`src/design/icache_bypass_config.svh`:
```
// ************************************************
// Instruction fetch bypass configuration
// Port count, widths and refill FIFO depth
// ************************************************

`ifndef ICACHE_BYPASS_CONFIG_SVH
`define ICACHE_BYPASS_CONFIG_SVH

// Number of fetch ports sharing the refill port
`define ICB_NR_FETCH_PORTS 2

// Fetch address and instruction word widths
`define ICB_FETCH_AW 32
`define ICB_FETCH_DW 32

// One refill returns a whole cache line
`define ICB_LINE_WIDTH 128

// Refills that may be outstanding at once
`define ICB_RSP_FIFO_DEPTH 4

`endif

```
`src/design/icache_bypass_pkg.sv`:
```
// ************************************************
// Instruction fetch bypass package
// Shared types and alignment widths
// ************************************************

`include "icache_bypass_config.svh"

package icache_bypass_pkg;

  typedef logic [`ICB_FETCH_AW-1:0]   addr_t;
  typedef logic [`ICB_FETCH_DW-1:0]   fetch_word_t;
  typedef logic [`ICB_LINE_WIDTH-1:0] line_t;

  // Per-port vectors and arrays
  typedef logic [`ICB_NR_FETCH_PORTS-1:0]        port_vec_t;
  typedef addr_t [`ICB_NR_FETCH_PORTS-1:0]       port_addr_t;
  typedef fetch_word_t [`ICB_NR_FETCH_PORTS-1:0] port_word_t;

  typedef enum logic [1:0] {
    Idle,
    RequestData,
    WaitResponse,
    PresentResponse
  } port_state_e;

  // Byte offset bits of a fetch word and of a cache line
  localparam int unsigned FETCH_ALIGN = $clog2(`ICB_FETCH_DW / 8);
  localparam int unsigned LINE_ALIGN  = $clog2(`ICB_LINE_WIDTH / 8);

endpackage

```
`src/design/bypass_if.sv`:
```
// ************************************************
// Bypass request and response bundle
// Joins port controllers, arbiter and steering
// ************************************************

`timescale 1ns/1ns

interface bypass_if;
  import icache_bypass_pkg::*;

  // Line requests with one lane per fetch port
  port_vec_t  req_valid;
  port_addr_t req_addr;
  port_vec_t  req_ready;

  // No new request may start while the grant FIFO is full
  logic       fifo_full;

  // Refill responses whose valid is one-hot towards the owning port
  port_vec_t  rsp_valid;
  line_t      rsp_data;
  logic       rsp_error;

  modport ctrl (
    output req_valid,
    output req_addr,
    input  req_ready,
    input  fifo_full,
    input  rsp_valid,
    input  rsp_data,
    input  rsp_error
  );

  modport arb (
    input  req_valid,
    input  req_addr,
    output req_ready
  );

  modport steer (
    output fifo_full,
    output rsp_valid,
    output rsp_data,
    output rsp_error
  );

endinterface

```
`src/design/bypass_port_ctrl.sv`:
```
// ************************************************
// Fetch port controllers
// One request FSM per port, line alignment, word
// selection and the registered fetch response
// ************************************************

`timescale 1ns/1ns
`include "icache_bypass_config.svh"

module bypass_port_ctrl (
  input  logic                          clk_i,
  input  logic                          rst_n_i,
  input  icache_bypass_pkg::port_vec_t  inst_valid_i,
  input  icache_bypass_pkg::port_addr_t inst_addr_i,
  output icache_bypass_pkg::port_vec_t  inst_ready_o,
  output icache_bypass_pkg::port_word_t inst_data_o,
  output icache_bypass_pkg::port_vec_t  inst_error_o,
  bypass_if.ctrl                        bus_o
);
  import icache_bypass_pkg::*;

  localparam int unsigned NrPorts  = `ICB_NR_FETCH_PORTS;
  localparam int unsigned WordSelW = LINE_ALIGN - FETCH_ALIGN;

  port_state_e state_d [NrPorts];
  port_state_e state_q [NrPorts];

  // Word picked out of the returning line for each port
  port_word_t  sel_word;

  for (genvar i = 0; i < NrPorts; i++) begin : gen_port
    logic [WordSelW-1:0] word_sel;
    line_t               shifted_line;

    // Requests always cover a whole line
    assign bus_o.req_addr[i] = {inst_addr_i[i][`ICB_FETCH_AW-1:LINE_ALIGN], {LINE_ALIGN{1'b0}}};

    // The requester holds its address, so the offset is still valid at response time
    assign word_sel     = inst_addr_i[i][LINE_ALIGN-1:FETCH_ALIGN];
    assign shifted_line = bus_o.rsp_data >> (word_sel * `ICB_FETCH_DW);
    assign sel_word[i]  = shifted_line[`ICB_FETCH_DW-1:0];

    // Withdraw the request while there is no room to track its response
    assign bus_o.req_valid[i] = (state_q[i] == RequestData) && !bus_o.fifo_full;

    // The registered word is presented for a single cycle
    assign inst_ready_o[i] = (state_q[i] == PresentResponse);
  end

  always_comb begin
    for (int i = 0; i < NrPorts; i++) begin
      state_d[i] = state_q[i];
      unique case (state_q[i])
        Idle: begin
          if (inst_valid_i[i]) begin
            state_d[i] = RequestData;
          end
        end
        RequestData: begin
          if (!bus_o.fifo_full && bus_o.req_ready[i]) begin
            state_d[i] = WaitResponse;
          end
        end
        WaitResponse: begin
          if (bus_o.rsp_valid[i]) begin
            state_d[i] = PresentResponse;
          end
        end
        PresentResponse: begin
          state_d[i] = Idle;
        end
        default: begin
          state_d[i] = Idle;
        end
      endcase
    end
  end

  always_ff @(posedge clk_i) begin
    if (!rst_n_i) begin
      for (int i = 0; i < NrPorts; i++) begin
        state_q[i] <= Idle;
      end
    end else begin
      state_q <= state_d;
    end
  end

  // Capture word and error when this port's refill comes back
  always_ff @(posedge clk_i) begin
    for (int i = 0; i < NrPorts; i++) begin
      if (bus_o.rsp_valid[i]) begin
        inst_data_o[i]  <= sel_word[i];
        inst_error_o[i] <= bus_o.rsp_error;
      end
    end
  end

endmodule

```
`src/design/refill_rr_arbiter.sv`:
```
// ************************************************
// Refill request arbiter
// Round-robin choice among port line requests
// ************************************************

`timescale 1ns/1ns
`include "icache_bypass_config.svh"

module refill_rr_arbiter (
  input  logic                         clk_i,
  input  logic                         rst_n_i,
  bypass_if.arb                        bus_i,
  output logic                         refill_req_valid_o,
  output icache_bypass_pkg::addr_t     refill_req_addr_o,
  input  logic                         refill_req_ready_i,
  output icache_bypass_pkg::port_vec_t grant_o
);
  import icache_bypass_pkg::*;

  localparam int unsigned NrPorts = `ICB_NR_FETCH_PORTS;
  localparam int unsigned IdxW    = (NrPorts > 1) ? $clog2(NrPorts) : 1;

  logic [IdxW-1:0] ptr_q;
  logic [IdxW-1:0] ptr_d;
  logic [IdxW-1:0] rr_idx;
  logic [IdxW-1:0] sel_idx;
  logic [IdxW-1:0] lock_idx_q;
  logic            lock_q;
  logic            rr_found;
  logic            handshake;
  port_vec_t       sel_onehot;
  port_vec_t       accept_vec;

  // First requesting port at or after the pointer
  always_comb begin
    rr_idx   = ptr_q;
    rr_found = 1'b0;
    for (int k = 0; k < NrPorts; k++) begin
      if (!rr_found && bus_i.req_valid[(int'(ptr_q) + k) % NrPorts]) begin
        rr_found = 1'b1;
        rr_idx   = IdxW'((int'(ptr_q) + k) % NrPorts);
      end
    end
  end

  // A stalled request keeps its port so the address stays stable
  assign sel_idx            = lock_q ? lock_idx_q : rr_idx;
  assign refill_req_valid_o = lock_q ? bus_i.req_valid[lock_idx_q] : rr_found;
  assign refill_req_addr_o  = bus_i.req_addr[sel_idx];

  assign handshake  = refill_req_valid_o && refill_req_ready_i;
  assign sel_onehot = port_vec_t'(1'b1) << sel_idx;
  assign accept_vec = sel_onehot & {NrPorts{handshake}};

  assign bus_i.req_ready = accept_vec;
  assign grant_o         = accept_vec;

  assign ptr_d = !handshake ? ptr_q :
                 (sel_idx == IdxW'(NrPorts - 1)) ? '0 : sel_idx + 1'b1;

  always_ff @(posedge clk_i) begin
    if (!rst_n_i) begin
      ptr_q      <= '0;
      lock_q     <= 1'b0;
      lock_idx_q <= '0;
    end else begin
      ptr_q      <= ptr_d;
      lock_q     <= refill_req_valid_o && !refill_req_ready_i;
      lock_idx_q <= sel_idx;
    end
  end

endmodule

```
`src/design/refill_rsp_steer.sv`:
```
// ************************************************
// Refill response steering
// In-order FIFO of grants routes each response
// back to the port that asked for it
// ************************************************

`timescale 1ns/1ns
`include "icache_bypass_config.svh"

module refill_rsp_steer (
  input  logic                         clk_i,
  input  logic                         rst_n_i,
  input  icache_bypass_pkg::port_vec_t grant_i,
  bypass_if.steer                      bus_o,
  input  logic                         refill_rsp_valid_i,
  input  icache_bypass_pkg::line_t     refill_rsp_data_i,
  input  logic                         refill_rsp_error_i,
  output logic                         refill_rsp_ready_o
);
  import icache_bypass_pkg::*;

  localparam int unsigned NrPorts = `ICB_NR_FETCH_PORTS;
  localparam int unsigned Depth   = `ICB_RSP_FIFO_DEPTH;
  localparam int unsigned PtrW    = (Depth > 1) ? $clog2(Depth) : 1;
  localparam int unsigned CntW    = $clog2(Depth + 1);

  port_vec_t       grant_mem [Depth];
  logic [PtrW-1:0] wr_ptr_q;
  logic [PtrW-1:0] rd_ptr_q;
  logic [CntW-1:0] count_q;
  logic            push;
  logic            pop;
  logic            empty;
  port_vec_t       head;

  function automatic logic [PtrW-1:0] ptr_inc(input logic [PtrW-1:0] ptr);
    return (ptr == PtrW'(Depth - 1)) ? '0 : ptr + 1'b1;
  endfunction

  assign push  = |grant_i;
  assign empty = (count_q == '0);
  assign pop   = refill_rsp_valid_i && !empty;
  assign head  = grant_mem[rd_ptr_q];

  // Only accept responses for which a grant is recorded
  assign refill_rsp_ready_o = !empty;

  assign bus_o.fifo_full = (count_q == CntW'(Depth));
  assign bus_o.rsp_valid = head & {NrPorts{pop}};
  assign bus_o.rsp_data  = refill_rsp_data_i;
  assign bus_o.rsp_error = refill_rsp_error_i;

  always_ff @(posedge clk_i) begin
    if (push) begin
      grant_mem[wr_ptr_q] <= grant_i;
    end
  end

  always_ff @(posedge clk_i) begin
    if (!rst_n_i) begin
      wr_ptr_q <= '0;
      rd_ptr_q <= '0;
      count_q  <= '0;
    end else begin
      if (push) begin
        wr_ptr_q <= ptr_inc(wr_ptr_q);
      end
      if (pop) begin
        rd_ptr_q <= ptr_inc(rd_ptr_q);
      end
      unique case ({push, pop})
        2'b10:   count_q <= count_q + 1'b1;
        2'b01:   count_q <= count_q - 1'b1;
        default: count_q <= count_q;
      endcase
    end
  end

endmodule

```
`src/design/icache_bypass.sv`:
```
// ************************************************
// Multi-port uncached instruction fetch
// Shares one line refill port among all fetch
// ports and returns the addressed word
// ************************************************

`timescale 1ns/1ns

module icache_bypass (
  input  logic                          clk_i,
  input  logic                          rst_n_i,

  // Fetch ports
  input  icache_bypass_pkg::port_vec_t  inst_valid_i,
  input  icache_bypass_pkg::port_addr_t inst_addr_i,
  output icache_bypass_pkg::port_vec_t  inst_ready_o,
  output icache_bypass_pkg::port_word_t inst_data_o,
  output icache_bypass_pkg::port_vec_t  inst_error_o,

  // Line refill request
  output logic                          refill_req_valid_o,
  output icache_bypass_pkg::addr_t      refill_req_addr_o,
  input  logic                          refill_req_ready_i,

  // Line refill responses come back in request order
  input  logic                          refill_rsp_valid_i,
  input  icache_bypass_pkg::line_t      refill_rsp_data_i,
  input  logic                          refill_rsp_error_i,
  output logic                          refill_rsp_ready_o
);
  import icache_bypass_pkg::*;

  // One-hot port of each accepted request
  port_vec_t grant;

  bypass_if bus ();

  bypass_port_ctrl i_port_ctrl (
    .clk_i        (clk_i),
    .rst_n_i      (rst_n_i),
    .inst_valid_i (inst_valid_i),
    .inst_addr_i  (inst_addr_i),
    .inst_ready_o (inst_ready_o),
    .inst_data_o  (inst_data_o),
    .inst_error_o (inst_error_o),
    .bus_o        (bus.ctrl)
  );

  refill_rr_arbiter i_arbiter (
    .clk_i              (clk_i),
    .rst_n_i            (rst_n_i),
    .bus_i              (bus.arb),
    .refill_req_valid_o (refill_req_valid_o),
    .refill_req_addr_o  (refill_req_addr_o),
    .refill_req_ready_i (refill_req_ready_i),
    .grant_o            (grant)
  );

  refill_rsp_steer i_rsp_steer (
    .clk_i              (clk_i),
    .rst_n_i            (rst_n_i),
    .grant_i            (grant),
    .bus_o              (bus.steer),
    .refill_rsp_valid_i (refill_rsp_valid_i),
    .refill_rsp_data_i  (refill_rsp_data_i),
    .refill_rsp_error_i (refill_rsp_error_i),
    .refill_rsp_ready_o (refill_rsp_ready_o)
  );

endmodule

```
`config.mk`:
```
export PLATFORM = sky130hd
export DESIGN_NAME = icache_bypass
export DESIGN_NICKNAME = d
export VERILOG_FILES = /design/src/design/icache_bypass_pkg.sv /design/src/design/bypass_if.sv /design/src/design/bypass_port_ctrl.sv /design/src/design/refill_rr_arbiter.sv /design/src/design/refill_rsp_steer.sv /design/src/design/icache_bypass.sv
export VERILOG_INCLUDE_DIRS = /design/src /design/src/design
export SDC_FILE = /design/constraint.sdc
export NUM_CORES = 1
export LEC_CHECK = 0
export BUFFER_PORTS_ARGS = -buffer_cell sky130_fd_sc_hd__buf_2
export CAP_MARGIN = 20
export CORE_MARGIN = 2
export CORE_UTILIZATION = 35
export CTS_BUF_LIST = sky130_fd_sc_hd__clkbuf_8 sky130_fd_sc_hd__clkbuf_16
export CTS_CLUSTER_SIZE = 20
export DETAILED_ROUTE_END_ITERATION = 6
export GPL_ROUTABILITY_DRIVEN = 0
export PLACE_DENSITY_LB_ADDON = 0.2
export REMOVE_ABC_BUFFERS = 1
export SLEW_MARGIN = 25
export SYNTH_ARGS = -nofsm -noshare
export SYNTH_HDL_FRONTEND = slang
export SYNTH_SLANG_ARGS = --single-unit
```
`constraint.sdc`:
```
create_clock -name clk_i -period 3.45 [get_ports clk_i]
set_clock_uncertainty 0.15 [all_clocks]
set_input_delay 0 -clock clk_i [delete_from_list [all_inputs] [get_ports clk_i]]
set_output_delay 0 -clock clk_i [all_outputs]
set_load 0.1 [all_outputs]
```
==> results.txt, run 1 <==
----------------------------------------------------
[Routing]
  DRC errors left ... 0
  Number of routed nets with antenna violations ... 0
  Via count ... 4461
  Avg WL per Cell ... about 17 µm
  Via/cell ratio ... 4.90
  Iteration count of the initial detailed-routing pass ... 4
  Detailed Route WL ... 15.6 mm
  Initial detailed-routing violation count ... 196

[Pwr]
  Power density cells ... 697 mW/mm²
  Total chip power ... 5.82 mW
  Switching power as a share of total power ... 0.514
  Internal Dissipation ... 2.83 mW
  Relative contribution of combinational cells to total power ... 0.582
  Switching component of the power ... around 3 mW
  Power share of the sequential group ... 0.256
  Clock group share of total power ... 0.162
  Maximum resistive drop on vdd ... 1080 µV
  Static leakage power ... around 3.6 nW

[Placed design]
  Buffers on Ports ... 292
  Cells after DPL ... 759
  Final HPWL DP ... 10.9 mm

[STA]
  Worst rel slew slack ... 0.425
  Final critical delay including setup and external delays ... 3.18 ns
  Max Transition Viols Final ... 0
  Final critical-path share of the clock period ... 0.922
  RSZ-0062 raised after global routing ... false
  Count of final setup violators ... 0
  Final hold violations ... 0
  Peak Freq ... approximately 310 MHz
  Hold Slack ... 0.256 ns
  Final setup TNS ... 0 ns
  Worst Max-Slew Pin Slew ... around 0.86 ns

[Clock tree]
  Cell at the root of the clock tree ... sky130_fd_sc_hd__clkbuf_16
  Clock tree buffer depth ... 2
  Insertion delay of the later-clocked pin in the worst-skew pair ... 0.34 ns
  Clock slew at reported path FFs ... 0.06 ns
  Inserted Clock Buffers ... 9
  Number of post-CTS setup repair buffers ... 0
  CTS tree ... built
  Quantity of gates resized following cts ... 0
  Number of sinks driven by the clock tree ... 90
  Number of levels the H-tree was split into ... 3

[Yosys]
  Synth warn ... 0
  Fraction of synthesis flops using an asynchronous set or reset pin ... 0
  Synth top cells by count ... sky130_fd_sc_hd__edfxtp_1 (74), sky130_fd_sc_hd__mux4_2 (66), sky130_fd_sc_hd__mux2_2 (29)
  Cell type with the highest aggregate area in the netlist ... sky130_fd_sc_hd__edfxtp_1
  Leading cell type by number of instances after synthesis ... sky130_fd_sc_hd__edfxtp_1
  Area share of the largest cell type after synthesis ... 0.436
  Synthesized-area fraction occupied by and/or/nand/nor cells ... 0.0351
  Cell area after technology mapping ... roughly 0.0051 mm²
  XOR/XNOR share of the synthesized area ... 0.00344
  Fraction of the mapped netlist area in adder cells ... 0.0383
  Post-Synthesis Cells ... 298
  Number of distinct library cells after synthesis ... 36
  Average cell area after synthesis ... 17.1 µm²
  Dominant synthesized flop cell ... sky130_fd_sc_hd__edfxtp_1
  Combinational family with the most area after synthesis ... multiplexers
  Fraction of the yosys area taken by sequential cells ... 0.499
  Flops & latches, synth ... 90
  Fraction of the mapped netlist area in compound gates ... 0.0285
  Mux cell area share after synthesis ... 0.361
  Ranking of synthesized cells by area ... sky130_fd_sc_hd__edfxtp_1 (44%), sky130_fd_sc_hd__mux4_2 (29%), sky130_fd_sc_hd__mux2_2 (6.4%)
  Number of enable flip-flop cells after synthesis ... 74

[Floorplan]
  I/O Pins ... 301
  Number of core rows ... 44
  DIE AREA ... 0.0155 mm²
  Y dimension of the die ... 125 µm
  Die boundary width ... approximately 120 µm
  Initial Util ... 0.355
  Placeable core region ... 0.0144 mm²

[Setup path]
  Setup CP Type ... flip-flop to flip-flop
  Number of buffers and inverters on the critical path ... 3
  Cell type with the highest occurrence count on the critical path ... sky130_fd_sc_hd__inv_1
  Required time of the critical path ... 3.56 ns
  CP top delay family ... adder cells
  Largest fanout on the critical path ... 7
  Critical path's largest stage delay ... 0.38 ns
  Cell with the largest stage delay on the worst path ... sky130_fd_sc_hd__dfxtp_1
  Startpoint kind of the worst setup timing path ... flip-flop
  CP Cell Sequence ... inv_1 -> ha_1 -> mux2_2 -> o221a_2 -> and2_1 -> inv_1 -> ha_1 -> inv_1 -> fa_1 -> xor2_1 -> or3_1 -> a21boi_0
  Worst Path Arrival ... roughly 3.3 ns
  Kind of capture point of the worst setup path ... flip-flop
  Start of the worst register-to-register path ... i_port_ctrl.state_q[3]
  Worst setup path startpoint ... i_port_ctrl.state_q[3]

[Global route]
  Total GRT Usage ... 0.201
  Largest net degree at the start of global routing ... 34
  Wire length of the first global-routing pass ... 24.4 mm
  Antenna violations before repair ... 0
  Via count of the first global-routing pass ... 4973
  GR Overflow Total ... 0

[Worst hold path]
  Worst hold path type ... input pin to flip-flop
  Start point of the worst min-delay path ... refill_rsp_error_i

[Final layout]
  Total inserted antenna cells ... 0
  Fill cells ... 1141
  Nets@finish ... 935
  Share of final-layout standard cells stronger than drive strength 1 ... 0.562
  Layout Area Growth over Synthesis ... 63.9%
  Layout Cells excl Fill ... 910

[Job]
  Max_cap viols ... 0

[Status]
  Result of the run ... complete, no violations

----------------------------------------------------
[metrics by stage]
step	cell area, µm²	utilization	setup slack, ns
2_1_floorplan	5000	-	0.252
3_3_place_gp	6720	0.468	0.423
3_5_place_dp	6720	0.468	0.264
4_1_cts	8360	0.582	0.250
5_1_grt	8360	0.582	0.0591
6_report	8360	0.582	0.269
[power groups by stage]
stage / Sequential (mW) / Clock (mW) / Combinational [mW]
6_report: 1.49 / 0.944 / 3.38
3_3_place_gp: 1.50 / 0 / 3.18
5_1_grt: 1.51 / 1.02 / 3.53
2_1_floorplan: 2.20 / 0 / 1.97
3_5_place_dp: 1.51 / 0 / 3.22
4_1_cts: 1.49 / 0.968 / 3.40
[kinds of logic (layout without fill, tap and decap cells)]
logic type                 Yosys count  in the layout
DFF                                 90             90
xor gates and xnor gates             2              2
and+or+nand+nor                     35             35
AOI/OAI and AO/OA                   18             18
other                                1              4
buffers and inverters               39            464
muxes                               98             98
adders and majority gates           15             15
[path summary, 6_finish.rpt]
path | slack, ns | to | depth (start not counted)
worst max register to register | 0.27 | i_rsp_steer.count_q[2] | 12
worst max-delay path | 0.27 | i_rsp_steer.count_q[2] | 12
worst min register to register | 0.36 | i_port_ctrl.state_q[3] | 2
worst min-delay path | 0.26 | i_port_ctrl.inst_error_o[0] | 2
[worst reg2reg max path, delay by kind of cell, from the launching register on]
kind,cells,cell delay [ns]
AOI/OAI and AO/OA,2,0.49
xor gates and xnor gates,1,0.16
adders and majority gates,3,0.83
buffers and inverters,3,0.33
DFF,1,0.38
muxes,1,0.28
and+or+nand+nor,2,0.50
[cell usage in the layout (no fill, tap or decap), drive strengths merged, types with 2 or more instances in the layout]
cell type and count:
mux2i 3, or3 2, ha 14, a21oi 3
edfxtp 74, and2 3, buf 296, nor3 2
nor2b 3, a21boi 4, mux4 66, clkinv 3
clkbuf 9, o21ai 4, dlygate4sd3 135, inv 20
dfxtp 16, nand2 17, conb 4, and3 5
mux2 29
[sequential cells by signal, indices dropped and copies added (netlist names), named ones only]
name                      count
i_port_ctrl.inst_data_o      64
i_rsp_steer.grant_mem         8
i_port_ctrl.state_q           4
i_rsp_steer.count_q           3
i_port_ctrl.inst_error_o      2
i_rsp_steer.rd_ptr_q          2
i_rsp_steer.wr_ptr_q          2
i_arbiter.lock_idx_q          1
i_arbiter.lock_q              1
i_arbiter.ptr_q               1
[routing by layer]
metal	vias up	part of all wire	global-route usage	wire (µm)
li1	2059	-	-	-
met1	2150	0.35	0.206	5450
met2	223	0.56	0.398	8700
met3	29	0.065	0.0361	1010
met4	0	0.025	0.0787	390
met5	-	0	0	0
[timing repair]
item	in CTS	in global routing
endpoints found under the setup margin	0	0
hold buffers	135	0
hold endpoints to repair	88	0
[area by class of cell]
cell class / count / area (µm²) / area share
timing repair buffer: 431 / 2840 / 0.340
sequential: 90 / 2540 / 0.304
multi-input combinational: 172 / 2400 / 0.287
tap: 184 / 230 / 0.0276
clock buffer: 9 / 225 / 0.0270
inverter: 17 / 63.8 / 0.00764
clock inverter: 7 / 55.1 / 0.00659
(Power assumes the default switching activity.)
==> run 2: changes to the inputs <==
- CELL_PAD_IN_SITES_DETAIL_PLACEMENT: default -> 0
- CELL_PAD_IN_SITES_GLOBAL_PLACEMENT: default -> 1
- CORE_UTILIZATION: 35 -> 34
==> results.txt, run 2 (synthesized netlist as in run 1, its figures left out) <==
----------------------------------------------------
[Clock tree]
  Inserted Clock Buffers ... 9
  Number of levels the H-tree was split into ... 3
  Number of sinks driven by the clock tree ... 90
  Number of post-CTS setup repair buffers ... 0
  Insertion delay of the later-clocked pin in the worst-skew pair ... 0.34 ns
  Clock slew at reported path FFs ... 0.07 ns
  Quantity of gates resized following cts ... 0
  Hold-fix buffers at CTS ... 135
  Clock tree buffer depth ... 2
  CTS tree ... built
  Cell at the root of the clock tree ... sky130_fd_sc_hd__clkbuf_16

[Routing]
  Via/cell ratio ... 4.90
  Number of routed nets with antenna violations ... 0
  Avg WL per Cell ... around 17 µm
  Iteration count of the initial detailed-routing pass ... 4
  Detailed Route WL ... between 15 and 20 mm
  Initial detailed-routing violation count ... 209
  Via count ... 4470
  DRC errors left ... 0

[Floorplan]
  DIE AREA ... 0.0160 mm²
  Initial Util ... 0.349
  Die boundary width ... 126 µm
  Placeable core region ... approximately 0.015 mm²
  I/O Pins ... 301
  Number of core rows ... 44
  Y dimension of the die ... 126 µm

[Global route]
  Via count of the first global-routing pass ... 4704
  Antenna violations before repair ... 2
  Largest net degree at the start of global routing ... 33
  Total GRT Usage ... 0.189
  GR Overflow Total ... 0
  Wire length of the first global-routing pass ... 23.3 mm

[Final layout]
  Share of final-layout standard cells stronger than drive strength 1 ... 0.567
  Most common cell after layout, fill and taps aside ... sky130_fd_sc_hd__buf_2
  Nets@finish ... 936
  Commonest non-fill, non-tap cells in the layout ... sky130_fd_sc_hd__buf_2 (292), sky130_fd_sc_hd__dlygate4sd3_1 (135), sky130_fd_sc_hd__edfxtp_1 (74)
  Register bank with the most flops ... i_port_ctrl.inst_data_o
  Layout Area Growth over Synthesis ... 64.5%
  Layout Cells excl Fill ... just over 900
  Multi-input gate area ... 0.00240 mm²
  Area taken by flip-flops and latches ... 0.00254 mm²
  Fill cells ... 1195
  Largest regs ... i_port_ctrl.inst_data_o: 64 flops, i_rsp_steer.grant_mem: 8 flops, i_port_ctrl.state_q: 4 flops
  Number of flip-flops in the largest register ... 64

[Setup path]
  Largest fanout on the critical path ... 7
  Required time of the critical path ... 3.56 ns
  Worst setup slack for register-to-register paths ... 0.27 ns
  Start of the worst register-to-register path ... i_port_ctrl.state_q[3]
  Startpoint kind of the worst setup timing path ... flip-flop
  Reg-to-reg endpoint ... i_rsp_steer.count_q[2]
  Setup CP Type ... flip-flop to flip-flop
  Worst Path Arrival ... 3.29 ns
  Worst r2r path cells ... 12
  Kind of capture point of the worst setup path ... flip-flop

[Status]
  Result of the run ... complete, no violations

[Placed design]
  Buffers on Ports ... 292
  Final HPWL DP ... 11.4 mm
  Worst Setup Slack post-DPL ... between 0.2 and 0.3 ns
  Cells after DPL ... 760

[Job]
  Max_cap viols ... 0

[STA]
  Final critical-path share of the clock period ... 0.921
  Min setup slack post-route ... 0.273 ns
  Final hold violations ... 0
  Final critical delay including setup and external delays ... 3.18 ns
  Count of final setup violators ... 0
  RSZ-0062 raised after global routing ... false
  Peak Freq ... 315 MHz
  Max Transition Viols Final ... 0
  Hold Slack ... about 0.24 ns
  Worst Max-Slew Pin Slew ... 0.873 ns
  Worst rel slew slack ... 0.418
  Final setup TNS ... 0 ns

[Worst hold path]
  WHS Path Cells ... 2
  Worst hold path type ... input pin to flip-flop
  Start point of the worst min-delay path ... refill_rsp_error_i
  Destination of the worst hold path ... i_port_ctrl.inst_error_o[0]

[Pwr]
  Power density cells ... 701 mW/mm²
  Maximum resistive drop on vdd ... 906 µV
  Total chip power ... 5.88 mW
  Static leakage power ... between 3 and 4 nW

----------------------------------------------------
-- run 2: layer usage --
metal | part of all wire | global-route usage
met2 | 0.53 | 0.338
met1 | 0.36 | 0.199
met3 | 0.076 | 0.0628
met4 | 0.038 | 0.0944
met5 | 0 | 0
-- run 2: area by class of cell --
type,count,area share
Antenna cell,2,0.000597
Clock buffer,9,0.0268
Clock inverter,7,0.00895
Inverter,17,0.00761
Multi-Input combinational cell,172,0.286
Sequential cell,90,0.303
Tap cell,184,0.0274
Timing Repair Buffer,432,0.340
-- run 2: per-stage QoR --
| stage | cell area [µm²] | utilization |
|---|---|---|
| 6_report | 8390 | 0.575 |
| 5_1_grt | 8390 | 0.575 |
| 4_1_cts | 8380 | 0.575 |
| 3_5_place_dp | 6730 | 0.461 |
| 3_3_place_gp | 6730 | 0.461 |
| 2_1_floorplan | 5000 | - |
-- run 2: report_power, final --
group / switching, mW / internal (mW)
registers: 0.0832 / 1.40
logic: 2.52 / 0.875
clock network: 0.425 / 0.568
-- run 2: worst max-delay path by stage --
stage,startpoint,depth (start not counted),slack [ns],end
after CTS,i_port_ctrl.state_q[3],12,0.26,i_rsp_steer.count_q[2]
after global routing,i_port_ctrl.state_q[3],12,0.11,i_rsp_steer.count_q[2]
final,i_port_ctrl.state_q[3],12,0.27,i_rsp_steer.count_q[2]
after detailed placement,i_port_ctrl.state_q[3],12,0.28,i_rsp_steer.count_q[2]
after floorplan,i_port_ctrl.state_q[1],12,0.25,i_rsp_steer.count_q[2]
after global placement,i_port_ctrl.state_q[1],12,0.41,i_rsp_steer.count_q[2]
-- run 2: critical path: stages, from the launching register on --
cell	delay, ns
sky130_fd_sc_hd__dfxtp_1	0.38
sky130_fd_sc_hd__inv_1	0.08
sky130_fd_sc_hd__ha_1	0.25
sky130_fd_sc_hd__mux2_2	0.28
sky130_fd_sc_hd__o221a_2	0.30
sky130_fd_sc_hd__and2_1	0.20
sky130_fd_sc_hd__inv_1	0.18
sky130_fd_sc_hd__ha_1	0.22
sky130_fd_sc_hd__inv_1	0.06
sky130_fd_sc_hd__fa_1	0.37
sky130_fd_sc_hd__xor2_1	0.15
sky130_fd_sc_hd__or3_1	0.30
sky130_fd_sc_hd__a21boi_0	0.18
==> run 3: changes to the inputs <==
- ABC_AREA: default -> 1
- CORE_UTILIZATION: 34 -> 31
- SETUP_SLACK_MARGIN: default -> 0.2
==> results.txt, run 3 <==
----------------------------------------------------
[Setup path]
  Required time of the critical path ... 3.30 ns
  Kind of capture point of the worst setup path ... primary output
  Setup CP Type ... flip-flop to primary output
  Startpoint kind of the worst setup timing path ... flip-flop
  Worst Path Arrival ... 2.42 ns
  Worst r2r path cells ... 12
  Largest fanout on the critical path ... 30

[Yosys]
  Mux cell area share after synthesis ... 0
  Synthesized-area fraction occupied by and/or/nand/nor cells ... 0.198
  Synth top cells by count ... sky130_fd_sc_hd__nor2_1 (155), sky130_fd_sc_hd__o21ai_0 (138), sky130_fd_sc_hd__nand2_1 (104)
  Fraction of the yosys area taken by sequential cells ... 0.472
  Fraction of the mapped netlist area in compound gates ... 0.222
  Dominant synthesized flop cell ... sky130_fd_sc_hd__edfxtp_1
  Leading cell type by number of instances after synthesis ... sky130_fd_sc_hd__nor2_1
  Area share of the largest cell type after synthesis ... 0.413
  Number of enable flip-flop cells after synthesis ... 74
  Fraction of the mapped netlist area in adder cells ... 0.0363
  Combinational family with the most area after synthesis ... compound AO/OA/AOI/OAI gates
  Average cell area after synthesis ... approximately 7.9 µm²
  XOR/XNOR share of the synthesized area ... 0
  Post-Synthesis Cells ... 681
  Ranking of synthesized cells by area ... sky130_fd_sc_hd__edfxtp_1 (41%), sky130_fd_sc_hd__o21ai_0 (13%), sky130_fd_sc_hd__nor2_1 (11%)
  Cell type with the highest aggregate area in the netlist ... sky130_fd_sc_hd__edfxtp_1
  Number of distinct library cells after synthesis ... 25
  Flops & latches, synth ... 90
  Synth warn ... 0
  Cell area after technology mapping ... 0.00538 mm²
  Fraction of synthesis flops using an asynchronous set or reset pin ... 0

[Floorplan]
  Number of core rows ... 48
  DIE AREA ... 0.0184 mm²
  Die boundary width ... 136 µm
  Initial Util ... 0.315
  Placeable core region ... roughly 0.017 mm²
  Y dimension of the die ... 136 µm
  I/O Pins ... 301

[Pwr]
  Maximum resistive drop on vdd ... 877 µV
  Power density cells ... 866 mW/mm²
  Static leakage power ... approximately 3.9 nW

[Clock tree]
  Clock slew at reported path FFs ... 0.06 ns
  CTS tree ... built
  Insertion delay of the later-clocked pin in the worst-skew pair ... 0.34 ns
  Number of post-CTS setup repair buffers ... 0
  Clock tree buffer depth ... 2
  Cell at the root of the clock tree ... sky130_fd_sc_hd__clkbuf_16
  Inserted Clock Buffers ... 9
  Hold-fix buffers at CTS ... between 100 and 150
  Number of sinks driven by the clock tree ... 90
  Number of levels the H-tree was split into ... 3
  Quantity of gates resized following cts ... 0

[Placed design]
  Cells after DPL ... 1161
  Buffers on Ports ... approximately 290
  Final HPWL DP ... 13.1 mm
  Placed instance area ... 0.00696 mm²

[Final layout]
  Layout Area Growth over Synthesis ... 59.1%
  Share of final-layout standard cells stronger than drive strength 1 ... 0.304
  Number of flip-flops in the largest register ... 64
  Register bank with the most flops ... i_port_ctrl.inst_data_o
  Cell area after layout ... 0.00857 mm²
  Nets@finish ... 1294
  Fill cells ... 1704
  Most common cell after layout, fill and taps aside ... sky130_fd_sc_hd__buf_2
  Commonest non-fill, non-tap cells in the layout ... sky130_fd_sc_hd__buf_2 (292), sky130_fd_sc_hd__nor2_1 (155), sky130_fd_sc_hd__o21ai_0 (138)
  Largest regs ... i_port_ctrl.inst_data_o: 64 flops, i_rsp_steer.grant_mem: 8 flops, i_port_ctrl.state_q: 4 flops
  Layout Cells excl Fill ... 1312

[Worst hold path]
  WHS Path Cells ... 6
  Worst hold path type ... input pin to flip-flop

[Job]
  Max_cap viols ... 0

[Global route]
  Via count of the first global-routing pass ... about 6000
  Antenna violations before repair ... 2
  Total GRT Usage ... 0.211
  Largest net degree at the start of global routing ... 65
  Wire length of the first global-routing pass ... 30.5 mm
  GR Overflow Total ... 0

[Routing]
  Via count ... between 6000 and 7000
  Initial detailed-routing violation count ... 383
  Detailed Route WL ... approximately 20 mm
  Iteration count of the initial detailed-routing pass ... 5
  Via/cell ratio ... 4.82
  DRC errors left ... 0
  Number of routed nets with antenna violations ... 0
  Avg WL per Cell ... 15.2 µm

[STA]
  Peak Freq ... 389 MHz
  Worst Max-Slew Pin Slew ... approximately 1.0 ns
  RSZ-0062 raised after global routing ... false
  Worst rel slew slack ... 0.299
  Final critical delay including setup and external delays ... between 2 and 3 ns
  Max Transition Viols Final ... 0
  Final critical-path share of the clock period ... 0.746
  Final setup TNS ... 0 ns
  Count of final setup violators ... 0
  Final hold violations ... 0

[Status]
  Result of the run ... complete, no violations

----------------------------------------------------
## run 3: cell count changes in the layout (fill, tap and decap cells not counted), moves of 4 or more
cell / previous run / this run
sky130_fd_sc_hd__a21boi_0: 4 / 0
sky130_fd_sc_hd__and3_1: 4 / 0
sky130_fd_sc_hd__a21oi_1: 2 / 9
sky130_fd_sc_hd__nand2_1: 16 / 104
sky130_fd_sc_hd__o21ai_0: 4 / 138
sky130_fd_sc_hd__inv_1: 16 / 28
sky130_fd_sc_hd__nand3_1: 0 / 7
sky130_fd_sc_hd__buf_4: 5 / 10
sky130_fd_sc_hd__nor2_1: 1 / 155
sky130_fd_sc_hd__o22ai_1: 0 / 64
sky130_fd_sc_hd__nand2_2: 1 / 8
sky130_fd_sc_hd__mux4_2: 66 / 0
sky130_fd_sc_hd__mux2_2: 29 / 0
## run 3: kinds of logic (layout without fill, tap and decap cells)
| logic type | Yosys count | count (layout) |
|---|---|---|
| simple gates | 275 | 275 |
| flops | 90 | 90 |
| buf+inv | 83 | 484 |
| other cells | 1 | 6 |
| compound gates | 217 | 217 |
| fa+ha+maj | 15 | 15 |
## run 3: power breakdown
| group | internal, mW | switching (mW) |
|---|---|---|
| sequential | 1.49 | 0.102 |
| combinational | 0.884 | 4.03 |
| clock | 0.486 | 0.433 |
## run 3: critical path, stage by stage (launching register included)
cell and delay [ns]:
sky130_fd_sc_hd__dfxtp_1 0.36, sky130_fd_sc_hd__inv_1 0.09, sky130_fd_sc_hd__ha_1 0.24, sky130_fd_sc_hd__nand2_1 0.09, sky130_fd_sc_hd__nand3_1 0.09, sky130_fd_sc_hd__nand2_1 0.08
sky130_fd_sc_hd__nand2_1 0.06, sky130_fd_sc_hd__nand2_2 0.41, sky130_fd_sc_hd__nand2_1 0.16, sky130_fd_sc_hd__nand2_1 0.09, sky130_fd_sc_hd__buf_2 0.42
## run 3: final timing paths
path,startpoint,endpoint,slack [ns]
max,i_port_ctrl.state_q[1],refill_req_addr_o[10],0.88
min,inst_valid_i[0],i_port_ctrl.state_q[3],0.02
max reg2reg,i_port_ctrl.state_q[1],i_rsp_steer.count_q[2],1.01
min reg2reg,i_arbiter.ptr_q,i_arbiter.ptr_q,0.35
## run 3: area by class of cell
cell class / instances / area (µm²) / area share
inverters: 33 / 125 / 0.0146
clock inverters: 7 / 43.8 / 0.00511
repair buffers: 435 / 2870 / 0.335
multi-input cells: 511 / 2480 / 0.289
flip-flops and latches: 90 / 2540 / 0.297
clock buffers: 9 / 225 / 0.0263
well taps: 225 / 282 / 0.0329
diodes: 2 / 5.00 / 0.000584
## run 3: stage by stage
| stage | util | hold WS [ns] | setup WS (ns) | power (mW) |
|---|---|---|---|---|
| finish | 0.501 | 0.0172 | 0.878 | 7.42 |
| CTS | 0.500 | 0.00931 | 0.845 | 7.47 |
| global route | 0.501 | 0.0562 | 0.674 | 7.79 |
| global placement | 0.407 | 0.0358 | 1.00 | 6.37 |
| floorplan | - | -0.0780 | 0.825 | 5.50 |
| detailed placement | 0.407 | 0.0352 | 1.01 | 6.37 |
## run 3: per-layer routing
metal  vias up  wire length (µm)  track usage
li1       3144                 -            -
met1      2903              8200        0.253
met2       253             10000        0.370
met3        23              1370       0.0430
met4         0               348       0.0839
met5         -                 0            0
